### src/hdl/trace_pkg.sv
package trace_pkg;

    //////////////////////////////
    // pipeline geometry
    //////////////////////////////

    // fetch, decode, execute, memory, write-back
    localparam int NUM_STAGES = 5;

    // ids wrap mod 16, well above the five in flight
    localparam int ID_W        = 4;
    localparam int TRACE_DEPTH = 16;
    localparam int INFO_W      = 16;

    // stage indices into valid/id arrays and mask bits
    localparam int STG_FETCH  = 0;
    localparam int STG_DECODE = 1;
    localparam int STG_EXEC   = 2;
    localparam int STG_MEM    = 3;
    localparam int STG_WB     = 4;

    typedef logic [ID_W-1:0]   id_t;
    typedef logic [INFO_W-1:0] info_t;

    //////////////////////////////
    // config register map
    //////////////////////////////

    // width of the config data path
    localparam int CFG_W = 16;

    localparam logic [1:0] REG_CTRL  = 2'd0;
    localparam logic [1:0] REG_MASK  = 2'd1;
    localparam logic [1:0] REG_COUNT = 2'd2;

endpackage

### src/hdl/stage_tag_if.sv
`timescale 1ns/1ps

interface stage_tag_if;

    //////////////////////////////
    // per-stage tags
    //////////////////////////////

    // one valid bit per stage, index by trace_pkg::STG_*
    logic [trace_pkg::NUM_STAGES-1:0] valid;

    // id of the instruction held in each stage
    trace_pkg::id_t [trace_pkg::NUM_STAGES-1:0] id;

    // stages move at the coming edge
    logic advance;

    // tracker owns the tags
    modport tracker (
        output valid,
        output id,
        output advance
    );

    // store only needs where each instruction sits
    modport store (
        input valid,
        input id
    );

    // emitter also watches for departure from write-back
    modport emitter (
        input valid,
        input id,
        input advance
    );

endinterface

### src/hdl/stage_tracker.sv
`timescale 1ns/1ps

module stage_tracker (
    input  logic        clk,
    input  logic        rst,
    input  logic        stall,
    stage_tag_if.tracker tags
);

    //////////////////////////////
    // stage registers
    //////////////////////////////

    // valid bit per stage
    logic [trace_pkg::NUM_STAGES-1:0] valid_q;

    // id per stage
    // entry STG_FETCH doubles as the fetch id counter
    trace_pkg::id_t [trace_pkg::NUM_STAGES-1:0] id_q;

    always_ff @(posedge clk) begin
        if (rst) begin
            valid_q <= '0;
            id_q    <= '0;
        end else if (!stall) begin
            // new instruction enters fetch with the next id
            valid_q[trace_pkg::STG_FETCH] <= 1'b1;
            id_q[trace_pkg::STG_FETCH]    <= id_q[trace_pkg::STG_FETCH] + 1'b1;

            // every later stage takes what the one before held
            for (int s = trace_pkg::STG_DECODE; s <= trace_pkg::STG_WB; s++) begin
                valid_q[s] <= valid_q[s-1];
                id_q[s]    <= id_q[s-1];
            end
        end else begin
            // bubble at fetch, decode through write-back frozen
            // fetch id is kept so the next advance moves on from it
            valid_q[trace_pkg::STG_FETCH] <= 1'b0;
        end
    end

    //////////////////////////////
    // tag outputs
    //////////////////////////////

    assign tags.valid = valid_q;
    assign tags.id    = id_q;

    // the pipeline moves whenever the CPU is not frozen
    assign tags.advance = !stall;

endmodule

### src/hdl/trace_store.sv
`timescale 1ns/1ps

module trace_store (
    input  logic             clk,
    stage_tag_if.store       tags,
    input  trace_pkg::info_t fetch_info,
    input  trace_pkg::info_t decode_info,
    input  trace_pkg::info_t exec_info,
    input  trace_pkg::info_t mem_info,
    output trace_pkg::info_t rd_fetch,
    output trace_pkg::info_t rd_decode,
    output trace_pkg::info_t rd_exec,
    output trace_pkg::info_t rd_mem
);

    //////////////////////////////
    // record memory
    //////////////////////////////

    // one entry per id, one field per stage fetch..mem
    // write-back info never lands here, the emitter samples it live
    trace_pkg::info_t [trace_pkg::STG_MEM:trace_pkg::STG_FETCH]
        rec_mem [trace_pkg::TRACE_DEPTH];

    // incoming info lined up by stage index
    trace_pkg::info_t [trace_pkg::STG_MEM:trace_pkg::STG_FETCH] wr_info;

    assign wr_info[trace_pkg::STG_FETCH]  = fetch_info;
    assign wr_info[trace_pkg::STG_DECODE] = decode_info;
    assign wr_info[trace_pkg::STG_EXEC]   = exec_info;
    assign wr_info[trace_pkg::STG_MEM]    = mem_info;

    // each valid stage writes its own field under its own id
    // ids in flight are distinct, so entries never collide
    // a held stage simply rewrites its field with the latest info
    always_ff @(posedge clk) begin
        for (int s = trace_pkg::STG_FETCH; s <= trace_pkg::STG_MEM; s++) begin
            if (tags.valid[s]) begin
                rec_mem[tags.id[s]][s] <= wr_info[s];
            end
        end
    end

    //////////////////////////////
    // readback at write-back id
    //////////////////////////////

    // the mem field was written on the edge that moved it into wb
    trace_pkg::id_t wb_id;

    assign wb_id = tags.id[trace_pkg::STG_WB];

    assign rd_fetch  = rec_mem[wb_id][trace_pkg::STG_FETCH];
    assign rd_decode = rec_mem[wb_id][trace_pkg::STG_DECODE];
    assign rd_exec   = rec_mem[wb_id][trace_pkg::STG_EXEC];
    assign rd_mem    = rec_mem[wb_id][trace_pkg::STG_MEM];

endmodule

### src/hdl/retire_emitter.sv
`timescale 1ns/1ps

module retire_emitter (
    input  logic                             clk,
    input  logic                             rst,
    stage_tag_if.emitter                     tags,
    input  trace_pkg::info_t                 rd_fetch,
    input  trace_pkg::info_t                 rd_decode,
    input  trace_pkg::info_t                 rd_exec,
    input  trace_pkg::info_t                 rd_mem,
    input  trace_pkg::info_t                 wb_info,
    input  logic                             enable,
    input  logic [trace_pkg::NUM_STAGES-1:0] stage_mask,
    output logic                             retire_strobe,
    output trace_pkg::id_t                   retire_id,
    output trace_pkg::info_t                 retire_fetch,
    output trace_pkg::info_t                 retire_decode,
    output trace_pkg::info_t                 retire_exec,
    output trace_pkg::info_t                 retire_mem,
    output trace_pkg::info_t                 retire_wb
);

    // instruction leaves write-back at this edge
    logic leaving;
    logic fire;

    assign leaving = tags.valid[trace_pkg::STG_WB] && tags.advance;
    assign fire    = leaving && enable;

    // one pulse per departure, never repeated while wb is frozen
    always_ff @(posedge clk) begin
        if (rst) begin
            retire_strobe <= 1'b0;
        end else begin
            retire_strobe <= fire;
        end
    end

    //////////////////////////////
    // record capture
    //////////////////////////////

    // outputs keep the last retired record between strobes
    // masked stages read as zero
    always_ff @(posedge clk) begin
        if (fire) begin
            retire_id     <= tags.id[trace_pkg::STG_WB];
            retire_fetch  <= stage_mask[trace_pkg::STG_FETCH]  ? rd_fetch  : '0;
            retire_decode <= stage_mask[trace_pkg::STG_DECODE] ? rd_decode : '0;
            retire_exec   <= stage_mask[trace_pkg::STG_EXEC]   ? rd_exec   : '0;
            retire_mem    <= stage_mask[trace_pkg::STG_MEM]    ? rd_mem    : '0;
            retire_wb     <= stage_mask[trace_pkg::STG_WB]     ? wb_info   : '0;
        end
    end

endmodule

### src/hdl/trace_ctrl_regs.sv
`timescale 1ns/1ps

module trace_ctrl_regs (
    input  logic                             clk,
    input  logic                             rst,
    input  logic                             cfg_wr,
    input  logic [1:0]                       cfg_addr,
    input  logic [trace_pkg::CFG_W-1:0]      cfg_wdata,
    input  logic                             retire_strobe,
    output logic [trace_pkg::CFG_W-1:0]      cfg_rdata,
    output logic                             enable,
    output logic [trace_pkg::NUM_STAGES-1:0] stage_mask
);

    //////////////////////////////
    // CTRL and MASK
    //////////////////////////////

    // tracing on and every stage visible out of reset
    always_ff @(posedge clk) begin
        if (rst) begin
            enable     <= 1'b1;
            stage_mask <= '1;
        end else if (cfg_wr) begin
            if (cfg_addr == trace_pkg::REG_CTRL) begin
                enable <= cfg_wdata[0];
            end
            if (cfg_addr == trace_pkg::REG_MASK) begin
                stage_mask <= cfg_wdata[trace_pkg::NUM_STAGES-1:0];
            end
        end
    end

    //////////////////////////////
    // COUNT
    //////////////////////////////

    // retirements seen, wraps at 16 bits
    logic [trace_pkg::CFG_W-1:0] count_q;

    always_ff @(posedge clk) begin
        if (rst) begin
            count_q <= '0;
        end else if (retire_strobe) begin
            count_q <= count_q + 1'b1;
        end
    end

    // readback mux, unused bits and addresses read zero
    always_comb begin
        cfg_rdata = '0;
        case (cfg_addr)
            trace_pkg::REG_CTRL:  cfg_rdata[0] = enable;
            trace_pkg::REG_MASK:  cfg_rdata[trace_pkg::NUM_STAGES-1:0] = stage_mask;
            trace_pkg::REG_COUNT: cfg_rdata = count_q;
            default:              cfg_rdata = '0;
        endcase
    end

endmodule

### src/hdl/pipe_trace_top.sv
`timescale 1ns/1ps

module pipe_trace_top (
    input  logic                        clk,
    input  logic                        rst,
    input  logic                        stall,
    input  trace_pkg::info_t            fetch_info,
    input  trace_pkg::info_t            decode_info,
    input  trace_pkg::info_t            exec_info,
    input  trace_pkg::info_t            mem_info,
    input  trace_pkg::info_t            wb_info,
    input  logic                        cfg_wr,
    input  logic [1:0]                  cfg_addr,
    input  logic [trace_pkg::CFG_W-1:0] cfg_wdata,
    output logic [trace_pkg::CFG_W-1:0] cfg_rdata,
    output logic                        retire_strobe,
    output trace_pkg::id_t              retire_id,
    output trace_pkg::info_t            retire_fetch,
    output trace_pkg::info_t            retire_decode,
    output trace_pkg::info_t            retire_exec,
    output trace_pkg::info_t            retire_mem,
    output trace_pkg::info_t            retire_wb
);

    // stage tags from tracker to store and emitter
    stage_tag_if tags ();

    // stored fields of the instruction now in wb
    trace_pkg::info_t rd_fetch;
    trace_pkg::info_t rd_decode;
    trace_pkg::info_t rd_exec;
    trace_pkg::info_t rd_mem;

    // configuration into the emitter
    logic                             enable;
    logic [trace_pkg::NUM_STAGES-1:0] stage_mask;

    //////////////////////////////
    // blocks
    //////////////////////////////

    stage_tracker tracker_i (
        .clk   (clk),
        .rst   (rst),
        .stall (stall),
        .tags  (tags.tracker)
    );

    trace_store store_i (
        .clk         (clk),
        .tags        (tags.store),
        .fetch_info  (fetch_info),
        .decode_info (decode_info),
        .exec_info   (exec_info),
        .mem_info    (mem_info),
        .rd_fetch    (rd_fetch),
        .rd_decode   (rd_decode),
        .rd_exec     (rd_exec),
        .rd_mem      (rd_mem)
    );

    // the strobe also serves as the retire pulse into COUNT
    retire_emitter emitter_i (
        .clk           (clk),
        .rst           (rst),
        .tags          (tags.emitter),
        .rd_fetch      (rd_fetch),
        .rd_decode     (rd_decode),
        .rd_exec       (rd_exec),
        .rd_mem        (rd_mem),
        .wb_info       (wb_info),
        .enable        (enable),
        .stage_mask    (stage_mask),
        .retire_strobe (retire_strobe),
        .retire_id     (retire_id),
        .retire_fetch  (retire_fetch),
        .retire_decode (retire_decode),
        .retire_exec   (retire_exec),
        .retire_mem    (retire_mem),
        .retire_wb     (retire_wb)
    );

    trace_ctrl_regs regs_i (
        .clk           (clk),
        .rst           (rst),
        .cfg_wr        (cfg_wr),
        .cfg_addr      (cfg_addr),
        .cfg_wdata     (cfg_wdata),
        .retire_strobe (retire_strobe),
        .cfg_rdata     (cfg_rdata),
        .enable        (enable),
        .stage_mask    (stage_mask)
    );

endmodule

### config.mk
export PLATFORM = sky130hd
export DESIGN_NAME = pipe_trace_top
export DESIGN_NICKNAME = d
export VERILOG_FILES = /design/src/hdl/trace_pkg.sv /design/src/hdl/stage_tag_if.sv /design/src/hdl/stage_tracker.sv /design/src/hdl/trace_store.sv /design/src/hdl/retire_emitter.sv /design/src/hdl/trace_ctrl_regs.sv /design/src/hdl/pipe_trace_top.sv
export SDC_FILE = /design/constraint.sdc
export NUM_CORES = 1
export LEC_CHECK = 0
export BUFFER_PORTS_ARGS = -buffer_cell sky130_fd_sc_hd__buf_2
export CORE_MARGIN = 10
export CORE_UTILIZATION = 40
export CTS_CLUSTER_DIAMETER = 60
export DETAILED_ROUTE_END_ITERATION = 16
export GPL_ROUTABILITY_DRIVEN = 0
export PLACE_DENSITY = 0.53
export SLEW_MARGIN = 10
export SYNTH_ARGS = -nofsm -noshare
export SYNTH_HDL_FRONTEND = slang
export SYNTH_SLANG_ARGS = --single-unit
export TNS_END_PERCENT = 10
### constraint.sdc
create_clock -name clk -period 5.4 [get_ports clk]
set_input_delay 1.08 -clock clk [delete_from_list [all_inputs] [get_ports clk]]
set_output_delay 1.08 -clock clk [all_outputs]
set_load 0.005 [all_outputs]
After elaboration in Yosys (flattened, before gate mapping)
Memories as Yosys holds them, arrays and structs flattened. A register that Yosys moved wholly into a read port is not among the register bits.
Index checks and enable logic that the tools add are counted.

storage, ports and cells
  bits in registers = 132
  latch bits = 0
  memory bits (writable) = 1024
  memory bits (read-only) = 0
  bits of input ports = 102
  output and inout port bits = 101
  logic and storage cells = 42
  memories = 1

cells by class
  $add $sub $neg = 2
  multiply operators = 0
  div/mod/pow operators = 0
  order comparisons = 0
  equal/unequal tests = 2
  shifts and indexed selects = 0
  multiplexer cells = 14
  bitwise operators = 0
  reduce and logical (&&, ||, !) cells = 6

memories
  memory           words  bits a word  read ports  clocked after memory_dff  write ports  line               text
  store_i.rec_mem  16     64           1           1                         4            trace_store.sv:23  rec_mem [trace_pkg::TRACE_DEPTH];

operators by type and width
  operator                                        number
  adder 16 x 1 -> 16 bit (second input constant)  1
  2-to-1 mux 11 bit                               1
  2-to-1 mux 1 bit                                9
  2-to-1 mux 4 bit                                2
  one-hot mux 4 bit (2 select lines)              1
  adder 4 x 1 -> 4 bit (second input constant)    1
  AND reduction 2 bit                             2
  one-hot mux 1 bit (3 select lines)              1
  == test 2 x 1 -> 1 bit (second input constant)  1
  == test 2 bit (second input constant)           1
  logical AND 1 bit                               2
  logical NOT 2 bit                               1
  logical NOT 1 bit                               1

Logic depth before layout (Yosys ltp)
Gate-level depths: netlist of the first run.

  depth after elaboration = 3
  depth in mapped cells = 8

Cells and area by module
A second synthesis of the first run with hierarchy kept.

unflattened totals
  cell total of the unflattened synthesis = 2042
  area total of the unflattened synthesis = 43912.1 µm²

by module, submodules not included
  module           times used  cells an instance  area an instance (µm²)  seq. area each (µm²)
  trace_store      1           1652               38604.5                 30749.5
  retire_emitter   1           172                3174.3                  2542.4
  trace_ctrl_regs  1           134                1192.4                  440.4
  stage_tracker    1           84                 940.9                   500.5

Worst setup path after synthesis of the first run
OpenSTA, ideal clock, no wires.

  path kind = input to register
  start = input stall
  end = register emitter_i.retire_decode[0] (read register of store_i.rec_mem), enable pin
  setup time = 0.453 ns
  arrival time = 3.344 ns
  slack = 1.604 ns
  cell stages on the path = 2
  buffers on the path = 1
  cells stage by stage = clkbuf_1 -> and3b_1

on the way
  word-level cells in the longest chain between the ends = 3

ends and longest elaborated chain
  what                      line                  text
  start: declaration        pipe_trace_top.sv:6   input logic stall,
  logical NOT 1 bit         stage_tracker.sv:50   assign tags.advance = !stall;
  logical AND 1 bit         retire_emitter.sv:27  assign leaving = tags.valid[trace_pkg::STG_WB] && tags.advance;
  logical AND 1 bit         retire_emitter.sv:28  assign fire = leaving && enable;
  named net emitter_i.fire  retire_emitter.sv:25  logic fire;
  end: declaration          retire_emitter.sv:17  output trace_pkg::info_t retire_decode,

The timed path passes the listed nets, and every way through them passes these cells.
A chain may end at the register's enable or synchronous reset.

Final worst setup path of the first run
  start = input cfg_addr[0]
  end = output cfg_rdata[0] (netlist bit)

on the way
  word-level cells in the longest chain between the ends = 2
  elaborated cells on any way between the ends = 4
  classes of those cells = 2 x eq/ne; 1 x mux; 1 x reduce/logical

ends and longest elaborated chain
  what                                         line                   text
  start: declaration                           pipe_trace_top.sv:13   input logic [1:0] cfg_addr,
  == test 2 bit, or another cell as far along  trace_ctrl_regs.sv:52  case (cfg_addr)
  one-hot mux 1 bit (3 select lines) *         trace_ctrl_regs.sv:52
  end: declaration                             pipe_trace_top.sv:15   output logic [trace_pkg::CFG_W-1:0] cfg_rdata,

Mark *: on every way between the ends. The rest lies on a longest branch, timed or not.

==> key figures, run 1 <==
Critical path
  – Worst path required time: 4.32 ns
  – Worst Setup SP: cfg_addr[0]
  – CP Launch Type: input pin
  – R2r setup slk: roughly 2.2 ns
  – Arr. time, crit path: about 2.2 ns
  – CP max-delay cell: a222oi_1
  – WS Path Type: in -> out
  – Crit-path cells: buf_2, inv_1, ha_1, a222oi_1, nor2_1, buf_2
  – Most used cell, CP: buf_2
  – Largest delay share family, worst path: compound AO/OA/AOI/OAI gates
  – Slowest Stage Delay on Critical Path: 0.41 ns
  – CP max FO: 16
  – Critical Path End Type: primary output
  – WP buf/inv: 3

CTS
  – Total clock sinks: 1160
  – Clk_lat worst skew: 0.70 ns
  – Hold buffers post-CTS: 0
  – CTS tree: built
  – Postcts setup bufs: 0
  – Clock Tree Buf Depth: 3
  – Clk root buf: clkbuf_16
  – Cts repair resizes: 0
  – H-tree levels: 3
  – CTS buffer count: ~120
  – Clk slew on worst S/H paths: roughly 0.06 ns

Hold path
  – Hold Path Class: reg -> reg
  – Min-delay src: tracker_i.tags.id[19]

Synth
  – Post-synth EDFFs: 1108
  – Mean Syn Cell Area: between 15 and 20 um2
  – Synth cell types: 44
  – Yosys warnings: 0
  – Async set or reset register ratio after synthesis: 0
  – Post-synth top area share: 0.744
  – #FFs+latches synth: 1160
  – Top cells by area, synth: edfxtp_1 (74%), mux2i_1 (11%), a22oi_1 (3.7%), dfxtp_1 (2.3%), mux4_2 (1.1%)
  – Sequential fraction of the synthesis area: 0.767
  – Synthesized area: 0.0447 mm2
  – Post-Synthesis Cells: 2503
  – Most area-hungry cell type in the Yosys netlist: edfxtp_1
  – Dominant synthesized flop cell: edfxtp_1
  – Syn nets: 2614

Global route
  – Largest net degree at the start of global routing: between 60 and 70
  – Initial antenna violation count: 17
  – Total GRT Usage: 0.164
  – Overflow after GRT: 0
  – Vias in the first global route: 23700
  – First-pass GRT wire length: 155 mm

Power and ir drop
  – Logic pwr share: 0.015
  – Sw Ratio: 0.197
  – Pint: 0.0145 W
  – Leak pwr: 15.9 nW
  – Power density over the cells: 350 mW/mm2
  – Reg power frac: 0.549
  – Clock share of power: 0.436
  – VDD IR max: 0.251 mV
  – Switching pwr: 0.00355 W

Routing
  – Met3 wire length: roughly 5.4 mm
  – Vias/cell: 5.26
  – Post-route ant nets: 0
  – Post-Route WL: 106 mm
  – # DRC: 0
  – Routed wire per std cell: 24.5 um
  – Iteration count of the initial detailed-routing pass: 6
  – DRT met1 WL: 46.7 mm
  – Vias post-DR: ~23000
  – DRT iter0 DRCs: between 1500 and 2000
  – Highest Signal Layer: met5
  – Met2 WL: 52.0 mm

Floorplan
  – Core area: 0.111 mm2
  – DIE AREA: about 0.13 mm2
  – Starting Density: 0.404
  – Height of the die: 354 um
  – Ports: around 200
  – FP Rows: around 120
  – Die X: around 350 um

Place
  – Cell Area, Placed: 0.0477 mm2
  – Port Buf Inserts: 191
  – HPWL after detailed placement: 58.1 mm
  – # placed instances: 4130

STA
  – Rel. slew slack: 0.203
  – Count of final hold-check violations: 0
  – Count of pins over their slew limit: 0
  – Period utilization: 0.612
  – RSZ-0062 raised after global routing: false
  – Max Fclk: 303 MHz
  – Final setup violation count: 0
  – Final min period: 3.30 ns
  – Clk_skew: 0.0185 ns
  – Worst-Margin Slew: about 1.2 ns
  – Total Neg Setup Slack: 0 ns
  – Worst Hold Slack: roughly 0.44 ns

Final layout
  – Share of post-route cells with drive strength above 1: 0.182
  – # nets final: between 2000 and 3000
  – Area grow syn2layout: 15.0%
  – Fin util: 0.464
  – Non-filler cells, final: 4348
  – Fin area: between 0.05 and 0.06 mm2

Flow run
  – Number of max-cap violations: 0

Run status
  – Status: finished, final reports clean
==> area by class of cell <==
class	instances	area (um2)
clock buffer	140	3060
antenna	3	7.51
inverter	9	33.8
multi-input combinational	1192	9720
sequential	1160	34300
clock inverter	75	682
timing repair buffer	281	1770
fill	9472	59400
tap	1488	1860
==> power groups by stage <==
stage	sequential (W)	combinational, W	clock (W)
after global routing	0.00988	0.000307	0.00843
after CTS	0.00989	0.000279	0.00805
final	0.00989	0.000275	0.00785
after floorplan	0.0101	0.000107	0
after detailed placement	0.0101	0.000278	0
after global placement	0.0101	0.000260	0
==> synth_stat cells, types with 2 or more instances <==
| library cell | count |
|---|---|
| nor3_1 | 20 |
| a21oi_1 | 3 |
| o21ai_1 | 8 |
| buf_1 | 6 |
| inv_1 | 9 |
| xor2_1 | 5 |
| ha_1 | 9 |
| nand2b_1 | 9 |
| mux2i_1 | 491 |
| xnor2_1 | 10 |
| a221oi_1 | 19 |
| dfxtp_1 | 52 |
| or3b_2 | 2 |
| nand2_1 | 121 |
| nor4_1 | 8 |
| a22oi_1 | 218 |
| clkbuf_1 | 62 |
| and2_1 | 44 |
| and3_1 | 7 |
| nand3b_1 | 5 |
| buf_8 | 3 |
| buf_6 | 25 |
| buf_4 | 13 |
| o22ai_1 | 36 |
| buf_2 | 25 |
| edfxtp_1 | 1108 |
| a211o_1 | 5 |
| o21ai_0 | 34 |
| or3_1 | 2 |
| nor2b_1 | 11 |
| nand4_1 | 4 |
| mux4_2 | 21 |
| clkbuf_4 | 6 |
| nand3_1 | 21 |
| o2111ai_1 | 2 |
| nor2_1 | 71 |
==> stage by stage <==
step	total power (W)	worst slack (ns)
2_1_floorplan	0.0102	1.60
3_3_place_gp	0.0103	2.15
3_5_place_dp	0.0104	2.11
4_1_cts	0.0182	2.10
5_1_grt	0.0186	1.96
6_report	0.0180	2.10
==> worst paths after layout <==
path,endpoint,cells after the start
max,cfg_rdata[0],6
min,emitter_i.retire_id[3],0
max reg2reg,emitter_i.retire_exec[11],5
min reg2reg,emitter_i.retire_id[3],0
==> routing by layer <==
metal  vias up  global-route usage
met5         -                   0
met4        12              0.0469
met3       158              0.0315
met2       545               0.273
met1     11700               0.217
li1      10500                   -
==> kinds of logic (layout without fill, tap and decap cells) <==
family / Yosys count / in the layout / synth area share
AO/OA/AOI/OAI: 328 / 328 / 0.0524
XOR/XNOR: 15 / 15 / 0.00294
adder cells (fa/ha/maj): 9 / 9 / 0.00252
buffers and inverters: 151 / 505 / 0.0203
flip-flops: 1160 / 1160 / 0.767
multiplexers: 512 / 512 / 0.120
other: 0 / 3 / 0
AND/OR/NAND/NOR: 328 / 328 / 0.0345
==> sequential cells by signal, indices dropped and copies added, names as in the netlist, named ones only <==
signal                   cells
store_i.rec_mem           1024
tracker_i.tags.id           20
emitter_i.retire_decode     16
emitter_i.retire_exec       16
emitter_i.retire_fetch      16
emitter_i.retire_mem        16
emitter_i.retire_wb         16
regs_i.count_q              16
regs_i.stage_mask            5
tracker_i.tags.valid         5
emitter_i.retire_id          4
emitter_i.retire_strobe      1
regs_i.enable                1
==> cell usage in the layout (no fill, tap or decap), types with 4 or more instances in the layout <==
cell,Yosys,layout
nor3_1,20,4
mux4_2,21,21
o22ai_1,36,36
clkinv_1,0,34
clkbuf_1,62,21
mux2i_1,491,491
nand2b_1,9,9
nand3_1,21,21
nor4_1,8,5
and3_1,7,7
buf_12,1,11
nor2_2,0,29
o21ai_1,8,8
dfxtp_1,52,50
inv_1,9,9
ha_1,9,9
buf_4,13,79
nand2_1,121,121
inv_6,0,6
nor2b_1,11,9
o21ai_0,34,34
xnor2_1,10,10
a211o_1,5,5
xor2_1,5,5
buf_2,25,191
a22oi_1,218,218
nand4_1,4,4
clkinv_2,0,12
edfxtp_1,1108,1108
and2_1,44,43
nor2_1,71,41
nand3b_1,5,5
nor3_2,0,16
clkinvlp_4,0,7
clkbuf_16,0,119
bufinv_16,0,10
a221oi_1,19,19
Power figures use the tool's default switching activity.
==> run 2, diff against run 1 <==
==> constraint.sdc (replaced) <==
create_clock -name clk -period 3.08 [get_ports clk]
set_input_delay 0.616 -clock clk [delete_from_list [all_inputs] [get_ports clk]]
set_output_delay 0.616 -clock clk [all_outputs]
set_load 0.005 [all_outputs]
==> run 2 against run 1 <==
Against the previous run: global-route usage grew 0.25 points; total power grew 84%; clock power grew 94%; die area is the same.
==> key figures, run 2 (synthesized netlist as in run 1, its figures left out) <==
STA
  – Count of final hold-check violations: 0 (unchanged)
  – Final min period: 2.38 ns
  – Period utilization: 0.773
  – Max Fclk: roughly 420 MHz
  – Worst-Margin Slew: 0.968 ns (-0.227 ns)
  – Rel. slew slack: 0.355 (+0.152)
  – Total Neg Setup Slack: 0 ns (unchanged)
  – Count of pins over their slew limit: 0 (unchanged)
  – Clk_skew: 0.0266 ns (+0.00809 ns)
  – Final setup violation count: 0 (unchanged)
  – RSZ-0062 raised after global routing: false

Final layout
  – Most common cell after layout, fill and taps aside: edfxtp_1
  – Fin area: 0.0523 mm2 (+1.7%)
  – # nets final: 2913 (+1.4%)
  – FILL cells: 9425 (-0.50%)
  – Most frequent cells in the layout: edfxtp_1 (1108), mux2i_1 (491), a22oi_1 (218)
  – Share of post-route cells with drive strength above 1: 0.201 (+0.0188)
  – Max reg flops: 1024 (unchanged)
  – Register area: 0.0343 mm2 (unchanged)
  – Multi-input logic area: 0.00972 mm2 (unchanged)
  – Area grow syn2layout: 17.0%

CTS
  – Postcts setup bufs: 0 (unchanged)
  – CTS tree: built
  – Clk_lat worst skew: 0.73 ns (+0.03 ns)
  – H-tree levels: 4 (+1)
  – Hold buffers post-CTS: 0 (unchanged)
  – Clock Tree Buf Depth: 3 (unchanged)
  – Clk root buf: clkbuf_16
  – Clk slew on worst S/H paths: 0.06 ns (about the same)
  – Total clock sinks: 1160 (unchanged)
  – CTS buffer count: 134 (+13%)
  – Cts repair resizes: 0 (unchanged)

Global route
  – Total GRT Usage: 0.166 (+0.00247)
  – Largest net degree at the start of global routing: 76 (+17%)
  – First-pass GRT wire length: 156 mm (+1.0%)
  – Overflow after GRT: 0 (unchanged)
  – Initial antenna violation count: 16 (-1)
  – Vias in the first global route: 23900 (+0.84%)

Power and ir drop
  – Clock share of power: 0.460 (+0.024)
  – VDD IR max: 0.380 mV (+52%)
  – Sw Ratio: 0.199 (+0.00187)
  – Power density over the cells: 632 mW/mm2 (+80%)
  – Switching pwr: 0.00657 W (+85%)
  – Leak pwr: 16.4 nW (+2.9%)
  – Reg power frac: 0.525 (-0.024)
  – Logic pwr share: 0.015 (about the same)
  – Pint: 0.0265 W (+83%)

Floorplan
  – Ports: 203 (unchanged)
  – Die X: 354 um (unchanged)
  – Starting Density: 0.404 (unchanged)
  – Core area: 0.111 mm2 (unchanged)
  – DIE AREA: 0.126 mm2 (unchanged)
  – Height of the die: 354 um (unchanged)
  – FP Rows: 122 (unchanged)

Critical path
  – CP max-delay cell: dfxtp_1
  – Arr. time, crit path: 1.76 ns (-0.46 ns)
  – Worst path required time: 2.46 ns (-1.86 ns)
  – CP Launch Type: flip-flop
  – Crit-path cells: a222oi_1, nor2_1, buf_2
  – Critical Path End Type: primary output
  – WS Path Type: reg -> out
  – Largest delay share family, worst path: flip-flops
  – WP buf/inv: 1 (-2)
  – CP max FO: 4 (-12)
  – Slowest Stage Delay on Critical Path: 0.43 ns (+0.02 ns)

Routing
  – Met2 WL: 53.0 mm (+2.1%)
  – Post-route ant nets: 0 (unchanged)
  – Iteration count of the initial detailed-routing pass: 4 (-2)
  – DRT met1 WL: 45.8 mm (-1.9%)
  – Routed wire per std cell: 24.2 um (-1.1%)
  – Met3 wire length: 5.45 mm (+0.78%)
  – Vias/cell: 5.26 (-0.14%)
  – # DRC: 0 (unchanged)
  – Highest Signal Layer: met5
  – DRT iter0 DRCs: 1526 (-3.1%)
  – Vias post-DR: 23100 (+1.1%)
  – Post-Route WL: 106 mm (+0.13%)

Hold path
  – Hold Path Class: in -> reg

Flow run
  – Number of max-cap violations: 0 (unchanged)

Place
  – Port Buf Inserts: 191 (unchanged)
  – Cell Area, Placed: 0.0480 mm2 (+0.72%)
  – HPWL after detailed placement: 59.1 mm (+1.7%)

Run status
  – Status: finished, final reports clean
-- run 2: cell count changes in the layout (fill, tap and decap cells not counted), sizes merged, moves of 2 or more --
cell      before  now
bufinv        10    8
inv           17   22
clkbuf       140  171
clkinvlp       7    4
buf          281  305
-- run 2: area by class of cell --
type	count	area share
inverters	9	0.000646
multi-input cells	1192	0.186
clock buffers	171	0.0689
flip-flops and latches	1160	0.656
well taps	1488	0.0356
clock inverters	76	0.0129
diodes	2	0.0000956
repair buffers	305	0.0404
-- run 2: final timing paths --
check	slack, ns	start	cells past startpoint	to
worst max-delay path	0.70	regs_i.stage_mask[0]	3	cfg_rdata[0]
worst min-delay path	0.17	wb_info[10]	2	emitter_i.retire_wb[10]
worst max register to register	0.77	flip-flop	4	emitter_i.retire_fetch[8]
worst min register to register	0.42	tracker_i.tags.id[16]	0	emitter_i.retire_id[0]
-- run 2: metal layers --
metal,GRT usage,vias up
li1,-,10600
met1,0.213,11900
met2,0.283,565
met3,0.0361,163
met4,0.0459,6
met5,0,-
-- run 2: power groups by stage --
stage,clock [W],combinational (W),sequential [W]
floorplan,0,0.000188,0.0177
global placement,0,0.000474,0.0177
detailed placement,0,0.000505,0.0177
CTS,0.0156,0.000506,0.0173
global route,0.0163,0.000555,0.0173
finish,0.0152,0.000498,0.0173
-- run 2: per-stage QoR --
step	cells	utilization	hold WS, ns	power [W]	setup WS (ns)
CTS	4401	0.472	0.107	0.0334	0.604
finish	4403	0.472	0.172	0.0330	0.700
detailed placement	4154	0.434	0.431	0.0182	0.760
global route	4401	0.472	0.144	0.0342	0.494
floorplan	2503	-	0.408	0.0178	0.337
global placement	4154	0.434	0.415	0.0181	0.762
-- run 2: worst register-to-register path: cells and delay by family (launching register included) --
| kind | cells | cell delay [ns] |
|---|---|---|
| muxes | 1 | 0.51 |
| DFF | 1 | 0.69 |
| buffers and inverters | 1 | 0.25 |
| AOI/OAI and AO/OA | 2 | 0.54 |
==> run 3, diff against run 2 <==
==> constraint.sdc (replaced) <==
create_clock -name clk -period 2.2 [get_ports clk]
set_input_delay 0.44 -clock clk [delete_from_list [all_inputs] [get_ports clk]]
set_output_delay 0.44 -clock clk [all_outputs]
set_load 0.005 [all_outputs]
==> run 3 against run 2 <==
Against the previous run: final cell count up 0.48%; sequential power rose by 40%; critical path depth up 1; routed wire length fell by 0.73%; largest cell class unchanged; hold slack got worse by 0.098 ns; flip-flop and latch count is the same; global-route usage decreased by 0.16 points; critical endpoint is now cfg_rdata[1]; clock skew fell by 0.0071 ns; total power rose by 35%; first-iteration DRC count grew 7.4%; utilization is 0.11 points higher.
==> key figures, run 3 (synthesized netlist as in run 1, its figures left out) <==
Run status
  – Status: finished, final reports clean

Global route
  – Vias in the first global route: 23800 (-0.54%)
  – Total GRT Usage: 0.165 (-0.00163)
  – Overflow after GRT: 0 (unchanged)
  – Largest net degree at the start of global routing: 57 (-25%)
  – Initial antenna violation count: 16 (unchanged)
  – Met2 usage: 0.275 (-0.00761)
  – Met3 Use GR: 0.0323 (-0.00374)
  – First-pass GRT wire length: 156 mm (-0.24%)
  – GR Util met1: 0.219 (+0.00509)
  – Busiest grt layer: met2

Power and ir drop
  – Leak pwr: 16.4 nW (+0.13%)
  – VDD IR max: 0.777 mV (+100%)
  – Power density over the cells: 851 mW/mm2 (+35%)

STA
  – Period utilization: 0.945
  – Final min period: 2.08 ns
  – RSZ-0062 raised after global routing: false
  – Worst-Margin Slew: 0.936 ns (-0.0314 ns)
  – Final setup violation count: 0 (unchanged)
  – Clk_skew: 0.0194 ns (-0.00713 ns)
  – Worst Hold Slack: 0.0735 ns (-0.0980 ns)
  – Count of final hold-check violations: 0 (unchanged)
  – Max Fclk: 481 MHz
  – Rel. slew slack: 0.376 (+0.0209)
  – Count of pins over their slew limit: 0 (unchanged)

CTS
  – Postcts setup bufs: 0 (unchanged)
  – Total clock sinks: 1160 (unchanged)
  – Clk root buf: clkbuf_16
  – Clock Tree Buf Depth: 3 (unchanged)
  – Clk slew on worst S/H paths: 0.06 ns (about the same)
  – CTS tree: built
  – Clk_lat worst skew: 0.70 ns (-0.03 ns)
  – CTS buffer count: 119 (-11%)
  – H-tree levels: 3 (-1)

Final layout
  – Most frequent cells in the layout: edfxtp_1 (1108), mux2i_1 (491), a22oi_1 (218)
  – # nets final: 2942 (+1.0%)
  – Most common cell after layout, fill and taps aside: edfxtp_1
  – Area grow syn2layout: 17.2%
  – Fin util: 0.473 (+0.00108)
  – FILL cells: 9426 (+0.011%)
  – Share of post-route cells with drive strength above 1: 0.201 (+0.000267)
  – Max reg flops: 1024 (unchanged)

Routing
  – Iteration count of the initial detailed-routing pass: 5 (+1)
  – Vias post-DR: 23200 (+0.21%)
  – Routed wire per std cell: 23.9 um (-1.2%)
  – Post-route ant nets: 0 (unchanged)
  – Post-Route WL: 106 mm (-0.73%)
  – DRT iter0 DRCs: 1639 (+7.4%)
  – Vias/cell: 5.24 (-0.27%)
  – # DRC: 0 (unchanged)

Floorplan
  – Die X: 354 um (unchanged)
  – FP Rows: 122 (unchanged)
  – Core area: 0.111 mm2 (unchanged)
  – Height of the die: 354 um (unchanged)
  – Starting Density: 0.404 (unchanged)
  – DIE AREA: 0.126 mm2 (unchanged)
  – Ports: 203 (unchanged)

Critical path
  – Arr. time, crit path: 1.64 ns (-0.12 ns)
  – Worst Setup SP: regs_i.stage_mask[1]
  – Worst path required time: 1.76 ns (-0.70 ns)
  – CP Launch Type: flip-flop
  – CP max FO: 3 (-1)
  – Critical Path End Type: primary output
  – WS Path Type: reg -> out

Hold path
  – Hold Path Class: in -> reg
  – Min-delay src: cfg_wdata[3]

Flow run
  – Number of max-cap violations: 0 (unchanged)

Place
  – HPWL after detailed placement: 59.6 mm (+0.74%)
  – Port Buf Inserts: 191 (unchanged)
## run 3: cell count changes in the layout (fill, tap and decap cells not counted), sizes merged
| cell | before | now |
|---|---|---|
| buf | 305 | 332 |
| bufinv | 8 | 11 |
| clkbuf | 171 | 146 |
| clkinv | 51 | 53 |
| clkinvlp | 4 | 8 |
| dlygate4sd3 | 0 | 17 |
| inv | 22 | 15 |
## run 3: where the power goes
| part | switching, W | internal, W |
|---|---|---|
| Clock | 0.00826 | 0.0114 |
| Sequential | 0.0000387 | 0.0242 |
| Combinational | 0.000494 | 0.000240 |
| Total | 0.00879 | 0.0358 |
## run 3: final timing paths
kind / slack, ns / to / cells after the start
setup / recovery: 0.12 / cfg_rdata[1] / 4
setup reg to reg: 0.22 / emitter_i.retire_fetch[12] / 5
hold / removal: 0.07 / regs_i.stage_mask[3] / 3
hold reg to reg: 0.44 / emitter_i.retire_id[0] / 0
## run 3: critical path, cell delays in order (launching register included)
cell     delay (ns)
dfxtp_2        0.40
buf_4          0.18
a22oi_1        0.10
nor2b_1        0.14
buf_2          0.13
## run 3: cell type report
type,instances,area (um2),area share
Clock buffer,146,3120,0.0595
Tap cell,1488,1860,0.0355
Antenna cell,2,5.00,0.0000954
Timing Repair Buffer,349,2650,0.0505
Inverter,9,33.8,0.000644
Clock inverter,78,734,0.0140
Multi-Input combinational cell,1192,9720,0.185
Sequential cell,1160,34300,0.654
## run 3: per-layer routing
metal | vias to the layer above | share of wire | routed length (um)
met3 | 155 | 0.056 | 5940
met5 | - | 0.00058 | 61
met4 | 10 | 0.019 | 2050
li1 | 10600 | - | -
met1 | 11800 | 0.44 | 46100
met2 | 568 | 0.49 | 51600
## run 3: repair_timing
| action | CTS | global route |
|---|---|---|
| endpoints found under the setup margin | 2 | 1 |
| gates resized for setup | 2 | 1 |
| hold endpoints to repair | 17 | 0 |
| hold buffers | 17 | 0 |
## run 3: metrics by stage
step	setup WS [ns]	cells	power [W]	instance area [um2]	setup TNS (ns)
3_3_place_gp	0.259	4181	0.0254	48400	0
4_1_cts	0.00516	4422	0.0452	52400	0
6_report	0.122	4424	0.0446	52400	0
5_1_grt	0.0248	4423	0.0462	52400	0
2_1_floorplan	-0.386	2503	0.0250	44700	-24.43
3_5_place_dp	0.240	4181	0.0255	48400	0
